## src/common/pool_geom_pkg.sv

```systemverilog
package pool_geom_pkg;

	//////////////////////////////////////////////////
	// Image geometry
	//////////////////////////////////////////////////

	// Pixels per row and rows per frame
	localparam int IMAGE_WIDTH  = 8;
	localparam int IMAGE_HEIGHT = 8;

	// Channels interleaved inside one pixel position
	localparam int CHANNELS = 2;

	// Unsigned pixel value width
	localparam int DATA_WIDTH = 8;

	//////////////////////////////////////////////////
	// Derived sizes
	//////////////////////////////////////////////////

	// One image row of beats, all channels included
	localparam int ROW_DEPTH = IMAGE_WIDTH * CHANNELS;

	// Counter widths
	localparam int COL_BITS  = $clog2(IMAGE_WIDTH);
	localparam int ROW_BITS  = $clog2(IMAGE_HEIGHT);
	localparam int CH_BITS   = (CHANNELS > 1) ? $clog2(CHANNELS) : 1;
	localparam int ADDR_BITS = $clog2(ROW_DEPTH);

endpackage

```

## src/common/pool_stream_pkg.sv

```systemverilog
package pool_stream_pkg;

	//////////////////////////////////////////////////
	// Stream payloads
	//////////////////////////////////////////////////

	// One input beat, a single channel of one pixel
	typedef struct packed {
		logic [pool_geom_pkg::DATA_WIDTH-1:0] value;
	} pixel_beat_t;

	// 3x3 window, row-major from top-left
	typedef struct packed {
		logic [pool_geom_pkg::DATA_WIDTH-1:0] p00;
		logic [pool_geom_pkg::DATA_WIDTH-1:0] p01;
		logic [pool_geom_pkg::DATA_WIDTH-1:0] p02;
		logic [pool_geom_pkg::DATA_WIDTH-1:0] p10;
		logic [pool_geom_pkg::DATA_WIDTH-1:0] p11;
		logic [pool_geom_pkg::DATA_WIDTH-1:0] p12;
		logic [pool_geom_pkg::DATA_WIDTH-1:0] p20;
		logic [pool_geom_pkg::DATA_WIDTH-1:0] p21;
		logic [pool_geom_pkg::DATA_WIDTH-1:0] p22;
		logic [pool_geom_pkg::CH_BITS-1:0]    ch;
	} window_t;

	// Pooled maximum with the channel it came from
	typedef struct packed {
		logic [pool_geom_pkg::DATA_WIDTH-1:0] value;
		logic [pool_geom_pkg::CH_BITS-1:0]    ch;
	} pool_result_t;

	// Window buffer fill progress within a frame
	typedef enum logic [1:0] {
		FILL_ROWS,
		STREAMING,
		FRAME_DONE
	} fill_state_t;

endpackage

```

## src/window_buffer/line_buffer.sv

```systemverilog
`timescale 1ns/1ps

module line_buffer (
	input  logic                         clk,
	input  logic                         reset,
	input  logic                         shift,
	input  pool_stream_pkg::pixel_beat_t din,
	output pool_stream_pkg::pixel_beat_t dout
);

	//////////////////////////////////////////////////
	// Storage
	//////////////////////////////////////////////////

	pool_stream_pkg::pixel_beat_t mem [pool_geom_pkg::ROW_DEPTH];

	// Circular pointer, always at the oldest entry
	logic [pool_geom_pkg::ADDR_BITS-1:0] addr;
	logic                                addr_last;

	assign addr_last = (addr == pool_geom_pkg::ADDR_BITS'(pool_geom_pkg::ROW_DEPTH - 1));

	// Oldest entry is visible before it gets overwritten
	assign dout = mem[addr];

	//////////////////////////////////////////////////
	// Pointer and write
	//////////////////////////////////////////////////

	always_ff @(posedge clk) begin
		if (reset) begin
			addr <= '0;
		end else if (shift) begin
			if (addr_last) begin
				addr <= '0;
			end else begin
				addr <= addr + 1'b1;
			end
		end
	end

	// New beat takes the slot just read out
	always_ff @(posedge clk) begin
		if (shift) begin
			mem[addr] <= din;
		end
	end

endmodule

```

## src/window_buffer/window_buffer.sv

```systemverilog
`timescale 1ns/1ps

module window_buffer (
	input  logic                         clk,
	input  logic                         reset,
	input  logic                         valid_in,
	input  pool_stream_pkg::pixel_beat_t pix_in,
	output logic                         win_valid,
	output pool_stream_pkg::window_t     win
);

	//////////////////////////////////////////////////
	// Position counters
	//////////////////////////////////////////////////

	logic [pool_geom_pkg::CH_BITS-1:0]  ch_cnt;
	logic [pool_geom_pkg::COL_BITS-1:0] col_cnt;
	logic [pool_geom_pkg::ROW_BITS-1:0] row_cnt;
	logic                               ch_end;
	logic                               col_end;
	logic                               row_end;
	logic                               emit;

	pool_stream_pkg::fill_state_t state;
	pool_stream_pkg::fill_state_t state_next;

	assign ch_end  = (ch_cnt == pool_geom_pkg::CH_BITS'(pool_geom_pkg::CHANNELS - 1));
	assign col_end = (col_cnt == pool_geom_pkg::COL_BITS'(pool_geom_pkg::IMAGE_WIDTH - 1));
	assign row_end = (row_cnt == pool_geom_pkg::ROW_BITS'(pool_geom_pkg::IMAGE_HEIGHT - 1));

	// Channel fastest, then column, then row
	always_ff @(posedge clk) begin
		if (reset) begin
			ch_cnt  <= '0;
			col_cnt <= '0;
			row_cnt <= '0;
		end else if (valid_in) begin
			if (ch_end) begin
				ch_cnt <= '0;
				if (col_end) begin
					col_cnt <= '0;
					row_cnt <= row_end ? '0 : row_cnt + 1'b1;
				end else begin
					col_cnt <= col_cnt + 1'b1;
				end
			end else begin
				ch_cnt <= ch_cnt + 1'b1;
			end
		end
	end

	// Stride 2 without padding needs even row and column of at least 2
	assign emit = valid_in && !row_cnt[0] && (|row_cnt) && !col_cnt[0] && (|col_cnt);

	//////////////////////////////////////////////////
	// Fill state
	//////////////////////////////////////////////////

	always_comb begin
		state_next = state;
		case (state)
			pool_stream_pkg::FILL_ROWS: begin
				// Last beat of row 1 leaves two rows buffered
				if (valid_in && row_cnt == pool_geom_pkg::ROW_BITS'(1) && col_end && ch_end) begin
					state_next = pool_stream_pkg::STREAMING;
				end
			end
			pool_stream_pkg::STREAMING: begin
				if (valid_in && row_end && col_end && ch_end) begin
					state_next = pool_stream_pkg::FRAME_DONE;
				end
			end
			default: begin
				state_next = pool_stream_pkg::FILL_ROWS;
			end
		endcase
	end

	always_ff @(posedge clk) begin
		if (reset) begin
			state <= pool_stream_pkg::FILL_ROWS;
		end else begin
			state <= state_next;
		end
	end

	//////////////////////////////////////////////////
	// Row taps
	//////////////////////////////////////////////////

	pool_stream_pkg::pixel_beat_t row1_tap;
	pool_stream_pkg::pixel_beat_t row2_tap;

	line_buffer line_buffer_0 (
		.clk   (clk),
		.reset (reset),
		.shift (valid_in),
		.din   (pix_in),
		.dout  (row1_tap)
	);

	line_buffer line_buffer_1 (
		.clk   (clk),
		.reset (reset),
		.shift (valid_in),
		.din   (row1_tap),
		.dout  (row2_tap)
	);

	//////////////////////////////////////////////////
	// Column registers and window output
	//////////////////////////////////////////////////

	// Index 0 is the top row and index 2 the current row
	pool_stream_pkg::pixel_beat_t taps [3];
	pool_stream_pkg::pixel_beat_t col_a [pool_geom_pkg::CHANNELS][3];
	pool_stream_pkg::pixel_beat_t col_b [pool_geom_pkg::CHANNELS][3];

	assign taps[0] = row2_tap;
	assign taps[1] = row1_tap;
	assign taps[2] = pix_in;

	// col_a holds column c-2 and col_b column c-1
	always_ff @(posedge clk) begin
		if (valid_in) begin
			for (int i = 0; i < 3; i++) begin
				col_a[ch_cnt][i] <= col_b[ch_cnt][i];
				col_b[ch_cnt][i] <= taps[i];
			end
		end
	end

	always_ff @(posedge clk) begin
		if (emit) begin
			win.p00 <= col_a[ch_cnt][0].value;
			win.p01 <= col_b[ch_cnt][0].value;
			win.p02 <= taps[0].value;
			win.p10 <= col_a[ch_cnt][1].value;
			win.p11 <= col_b[ch_cnt][1].value;
			win.p12 <= taps[1].value;
			win.p20 <= col_a[ch_cnt][2].value;
			win.p21 <= col_b[ch_cnt][2].value;
			win.p22 <= taps[2].value;
			win.ch  <= ch_cnt;
		end
	end

	always_ff @(posedge clk) begin
		if (reset) begin
			win_valid <= 1'b0;
		end else begin
			win_valid <= emit;
		end
	end

	//////////////////////////////////////////////////
	// Checks
	//////////////////////////////////////////////////

	// Position counters and line buffer pointer advance together
	col_tracks_addr: assert property (@(posedge clk) disable iff (reset)
		int'(line_buffer_0.addr)
			== int'(col_cnt) * pool_geom_pkg::CHANNELS + int'(ch_cnt));

	// Counters and fill state must agree on when windows exist
	no_win_while_filling: assert property (@(posedge clk) disable iff (reset)
		win_valid |-> state != pool_stream_pkg::FILL_ROWS);

endmodule

```

## src/verilog/max_tree.sv

```systemverilog
`timescale 1ns/1ps

module max_tree (
	input  logic                          clk,
	input  logic                          reset,
	input  logic                          win_valid,
	input  pool_stream_pkg::window_t      win,
	output logic                          valid_out,
	output pool_stream_pkg::pool_result_t result
);

	function automatic logic [pool_geom_pkg::DATA_WIDTH-1:0] max3(
		input logic [pool_geom_pkg::DATA_WIDTH-1:0] a,
		input logic [pool_geom_pkg::DATA_WIDTH-1:0] b,
		input logic [pool_geom_pkg::DATA_WIDTH-1:0] c
	);
		logic [pool_geom_pkg::DATA_WIDTH-1:0] ab;
		ab = (a > b) ? a : b;
		return (ab > c) ? ab : c;
	endfunction

	//////////////////////////////////////////////////
	// Stage 1, per-row maxima
	//////////////////////////////////////////////////

	logic [pool_geom_pkg::DATA_WIDTH-1:0] row_max [3];
	logic [pool_geom_pkg::CH_BITS-1:0]    ch_s1;
	logic                                 valid_s1;

	always_ff @(posedge clk) begin
		if (win_valid) begin
			row_max[0] <= max3(win.p00, win.p01, win.p02);
			row_max[1] <= max3(win.p10, win.p11, win.p12);
			row_max[2] <= max3(win.p20, win.p21, win.p22);
			ch_s1      <= win.ch;
		end
	end

	always_ff @(posedge clk) begin
		if (reset) begin
			valid_s1 <= 1'b0;
		end else begin
			valid_s1 <= win_valid;
		end
	end

	//////////////////////////////////////////////////
	// Stage 2, final maximum
	//////////////////////////////////////////////////

	always_ff @(posedge clk) begin
		if (valid_s1) begin
			result.value <= max3(row_max[0], row_max[1], row_max[2]);
			result.ch    <= ch_s1;
		end
	end

	always_ff @(posedge clk) begin
		if (reset) begin
			valid_out <= 1'b0;
		end else begin
			valid_out <= valid_s1;
		end
	end

	// Catches windows built from unwritten line buffer rows
	result_known: assert property (@(posedge clk) disable iff (reset)
		valid_out |-> !$isunknown(result));

endmodule

```

## src/verilog/maxpool_3x3.sv

```systemverilog
`timescale 1ns/1ps

module maxpool_3x3 (
	input  logic                          clk,
	input  logic                          reset,
	input  logic                          valid_in,
	input  pool_stream_pkg::pixel_beat_t  pix_in,
	output logic                          valid_out,
	output pool_stream_pkg::pool_result_t result
);

	//////////////////////////////////////////////////
	// Window assembly to compare tree
	//////////////////////////////////////////////////

	logic                     win_valid;
	pool_stream_pkg::window_t win;

	// Window lands one cycle after the completing beat
	window_buffer window_buffer_i (
		.clk       (clk),
		.reset     (reset),
		.valid_in  (valid_in),
		.pix_in    (pix_in),
		.win_valid (win_valid),
		.win       (win)
	);

	// Two more cycles to the pooled result
	max_tree max_tree_i (
		.clk       (clk),
		.reset     (reset),
		.win_valid (win_valid),
		.win       (win),
		.valid_out (valid_out),
		.result    (result)
	);

endmodule

```

## config.mk

```make
export PLATFORM = sky130hd
export DESIGN_NAME = maxpool_3x3
export DESIGN_NICKNAME = d
export VERILOG_FILES = /design/src/common/pool_geom_pkg.sv /design/src/common/pool_stream_pkg.sv /design/src/window_buffer/line_buffer.sv /design/src/window_buffer/window_buffer.sv /design/src/verilog/max_tree.sv /design/src/verilog/maxpool_3x3.sv
export SDC_FILE = /design/constraint.sdc
export NUM_CORES = 1
export LEC_CHECK = 0
export ABC_AREA = 1
export BUFFER_PORTS_ARGS = -buffer_cell sky130_fd_sc_hd__buf_2
export CAP_MARGIN = 20
export CORE_MARGIN = 5
export CORE_UTILIZATION = 25
export CTS_BUF_LIST = sky130_fd_sc_hd__clkbuf_8
export DETAILED_ROUTE_END_ITERATION = 6
export GPL_TIMING_DRIVEN = 0
export PLACE_DENSITY = 0.4
export SYNTH_ARGS = -nofsm -noshare
export SYNTH_HDL_FRONTEND = slang
export SYNTH_HIERARCHICAL = 1
export SYNTH_SLANG_ARGS = --single-unit
```

## constraint.sdc

```tcl
create_clock -name clk -period 8.05 [get_ports clk]
set_input_delay 0 -clock clk [delete_from_list [all_inputs] [get_ports clk]]
set_output_delay 0 -clock clk [all_outputs]
set_load 0.02 [all_outputs]
```

==> metrics.md <==
| Metric | Value |
|---|---|
| Outcome | completed |
| Top flip-flop cell by instance count after synthesis | sky130_fd_sc_hd__edfxtp_1 |
| Die ar. | 94400 sq um |
| Most used standard cell by instance count after synthesis | sky130_fd_sc_hd__nand2_1 |
| Number of remaining DRC errors | 0 |
| Clock slew at reported path FFs | about 0.060 ns |
| Number of cells on the worst hold path | 3 |
| Fillers | 9203 |
| Via count of the first global-routing pass | 14000 |
| Area share of the leading cell type in the synthesized netlist | between 60% and 70% |
| Logic depth of the worst register-to-register path | 17 |
| Mean routed wirelength per cell | around 16 microns |
| Number of buffers inserted during clock tree synthesis | 90 |
| Hold Startpoint | reset |
| Number of antenna violations at the first check in global routing | 3 |
| Row Count | roughly 110 |
| Final instance area | 25600 sq um |
| LEAKAGE | 10.8 nW |
| Iter 0 DRT Violations | 712 |
| Post-layout net count | 2248 |
| Estimated wirelength of the detail-placed design | ~37000 microns |
| Syn avg cell area | approximately 11 sq um |
| Pins Over Slew Limit | 0 |
| Launch point of the worst path | window_buffer_i/win[62] |
| Highest achievable clock rate | 332 MHz |
| Gate count of the mapped netlist | 2027 |
| Resized Gates After CTS | 0 |
| Cell types occupying the most area after synthesis | sky130_fd_sc_hd__edfxtp_1 62%, sky130_fd_sc_hd__nand2_1 9.7%, sky130_fd_sc_hd__nand3_1 5.9% |
| Number of sinks driven by the clock tree | 486 |
| Synth cell count leaders | 571 x sky130_fd_sc_hd__nand2_1, 459 x sky130_fd_sc_hd__edfxtp_1, 334 x sky130_fd_sc_hd__inv_1, 260 x sky130_fd_sc_hd__nand3_1, 80 x sky130_fd_sc_hd__ha_1 |
| Register bit count reported by yosys | 486 |
| Number of violations of the max-capacitance limit | 0 |
| Period minus WS final | 3.01 ns |
| Synth Net Count | 2118 |
| Antenna-violating nets left | 0 |
| Standard cell area after detailed placement | 23800 sq um |
| Pin slew with the least headroom to its limit | between 1 and 1.5 ns |
| Critical path type | reg -> reg |
| Floorplan Core Area | 88100 sq um |
| Post-Route WL | 53400 microns |
| Element type at the critical path end | flop |
| CP required | ~8.4 ns |
| Final design utilization | 29.1% |
| Chip width | 307 microns |
| Classification of the worst-slack hold path | in -> reg |
| Top-level I/O count | 21 |
| Clock latency on the worst-skew pair | 0.68 ns |
| Total chip power | 5.52 mW |
| Total gr overflow | 0 |
| GRT Util Overall | a little under an eighth |
| EDFF count, synth | 459 |
| Final worst clock skew | 0.0359 ns |
| Die Y | 307 microns |
| Number of distinct standard cells referenced by the synthesized netlist | 35 |
| Ys Warns | 6 |
| Fraction of the cycle the final worst path needs | 37.4% |
| R2r startpoint | window_buffer_i/win[62] |
| Ys async rst share | 0% |
| Layout cells sized above 1 | between 10% and 20% |
| Reg area | about 14000 sq um |
| CTS tree | yes |
| Count of final hold-check violations | 0 |
| Area taken by multi-input logic gates | 6060 sq um |
| Area growth from synthesis to layout | 16.0% |
| WP data arrival | 3.41 ns |
| Wire length of the first global-routing pass | between 80000 and 90000 microns |
| Power per unit of standard cell area | 215 nW/um^2 |
| Part of the Yosys area used for sequential elements | 64.9% |
| Setup repair after global routing missed its margin | false |
| CTS H-Tree Depth | 3 |
| Number of buffers on the longest clock path | 3 |
| Maximum number of pins on one net before global-route repair | 53 |
| Final-report setup violation count | 0 |
| Total negative setup slack | 0 ns |
| Routability congestion estimate from global placement | 0.824 |
| Drt via density | approximately 4.1 |
| Max FO, Critical Path | 9 |
| Clock Tree Root | sky130_fd_sc_hd__clkbuf_8 |
| Mapped Area | 22100 sq um |
| Effective utilization at floorplan | ~25% |
| Maximum VDD drop | between 0.0001 and 0.00015 V |
| Slew HR | between 20% and 30% |
| Type of element launching the critical path | flop |
| Length of the first detailed-routing pass in iterations | 5 |
| Library cell with the largest summed area after synthesis | sky130_fd_sc_hd__edfxtp_1 |
| Final-layout worst hold slack | 0.330 ns |
| Vias post-DR | 13900 |
| # port buffers | 20 |
[registers in the layout, indices dropped and copies added, names as in the netlist, 4 cells and up, named ones only]
| register | cells |
|---|---|
| window_buffer_i/line_buffer_1/mem | 128 |
| window_buffer_i/line_buffer_0/mem | 128 |
| max_tree_i/result | 9 |
| window_buffer_i/line_buffer_0/addr | 4 |
| window_buffer_i/col_b | 48 |
| window_buffer_i/line_buffer_1/addr | 4 |
| window_buffer_i/win | 73 |
| window_buffer_i/col_a | 48 |
| max_tree_i/row_max | 24 |
[power breakdown]
group,switching (mW),internal [mW]
clock network,1.02,1.18
logic,0.294,0.130
registers,0.0160,2.88
[worst max-delay path: stages (launching register included)]
cell	delay (ns)
sky130_fd_sc_hd__edfxtp_1	0.35
sky130_fd_sc_hd__inv_1	0.10
sky130_fd_sc_hd__ha_1	0.25
sky130_fd_sc_hd__a21oi_1	0.15
sky130_fd_sc_hd__nor2_1	0.05
sky130_fd_sc_hd__nor2_1	0.18
sky130_fd_sc_hd__nand2_4	0.14
sky130_fd_sc_hd__nand2_8	0.13
sky130_fd_sc_hd__nand2_2	0.06
sky130_fd_sc_hd__and2_1	0.14
sky130_fd_sc_hd__ha_1	0.29
sky130_fd_sc_hd__nand2_1	0.09
sky130_fd_sc_hd__nor2_2	0.14
sky130_fd_sc_hd__nand2_1	0.10
sky130_fd_sc_hd__a21oi_4	0.27
sky130_fd_sc_hd__inv_2	0.14
sky130_fd_sc_hd__nand2_1	0.08
sky130_fd_sc_hd__nand2_1	0.08
[routing by layer]
metal,GRT usage (%),routed length [microns]
met5,0,0
met4,3.21,1120
met3,2.22,1900
met2,19.0,25500
met1,15.0,24900
[per-stage QoR]
stage                     instances  setup WS (ns)
after global placement         3212           4.39
after CTS                      3392           4.96
after detailed placement       3218           4.98
after floorplan                2027           5.41
after global routing           3394           4.73
final                          3394           5.04
[area by class of cell]
cell class,instances,share of cell area [%]
diodes,1,0.00977
clock inverters,72,1.61
multi-input cells,1134,23.7
plain buffers,58,1.62
well taps,1165,5.69
clock buffers,91,4.89
inverters,349,5.12
flip-flops and latches,486,55.9
repair buffers,38,1.49
[what timing repair did]
action	4_1_cts	5_1_grt
endpoints found under the setup margin	0	0
setup buffers	0	0
hold buffers	11	0
hold endpoints to repair	176	0
[final timing paths]
kind,endpoint,slack (ns)
setup / recovery,max_tree_i/row_max[0][2],5.04
hold / removal,window_buffer_i/win_valid,0.33
setup reg to reg,max_tree_i/row_max[0][2],5.04
hold reg to reg,max_tree_i/result[0],0.42
[cells by family after synthesis]
| kind of cell | synth area share (%) |
|---|---|
| compound gates | 1.36 |
| xor+xnor | 0.119 |
| fa+ha+maj | 4.53 |
| buf+inv | 7.81 |
| flops | 64.9 |
| mux | 1.56 |
| simple gates | 19.8 |
[cell usage in the layout, fill, tap and decap left out, types with 3 or more instances in the layout]
cell type,instances
sky130_fd_sc_hd__buf_6,13
sky130_fd_sc_hd__a21o_1,9
sky130_fd_sc_hd__clkinv_2,7
sky130_fd_sc_hd__nand2_4,6
sky130_fd_sc_hd__buf_16,6
sky130_fd_sc_hd__clkbuf_8,91
sky130_fd_sc_hd__nor3_1,3
sky130_fd_sc_hd__buf_4,8
sky130_fd_sc_hd__nand2_1,571
sky130_fd_sc_hd__buf_2,52
sky130_fd_sc_hd__dlygate4sd3_1,11
sky130_fd_sc_hd__o21ai_0,9
sky130_fd_sc_hd__nand2_8,3
sky130_fd_sc_hd__nor2_2,4
sky130_fd_sc_hd__nand2_2,27
sky130_fd_sc_hd__inv_2,14
sky130_fd_sc_hd__nor2_4,4
sky130_fd_sc_hd__and2_1,28
sky130_fd_sc_hd__nand4_4,4
sky130_fd_sc_hd__mux2_4,20
sky130_fd_sc_hd__mux2_2,4
sky130_fd_sc_hd__ha_1,78
sky130_fd_sc_hd__bufinv_16,4
sky130_fd_sc_hd__a21oi_4,4
sky130_fd_sc_hd__edfxtp_1,459
sky130_fd_sc_hd__dfxtp_1,27
sky130_fd_sc_hd__nor2_1,67
sky130_fd_sc_hd__nand3_1,260
sky130_fd_sc_hd__inv_1,363
sky130_fd_sc_hd__clkinv_1,27
sky130_fd_sc_hd__a21oi_1,23
Power figures use the tool's default switching activity.
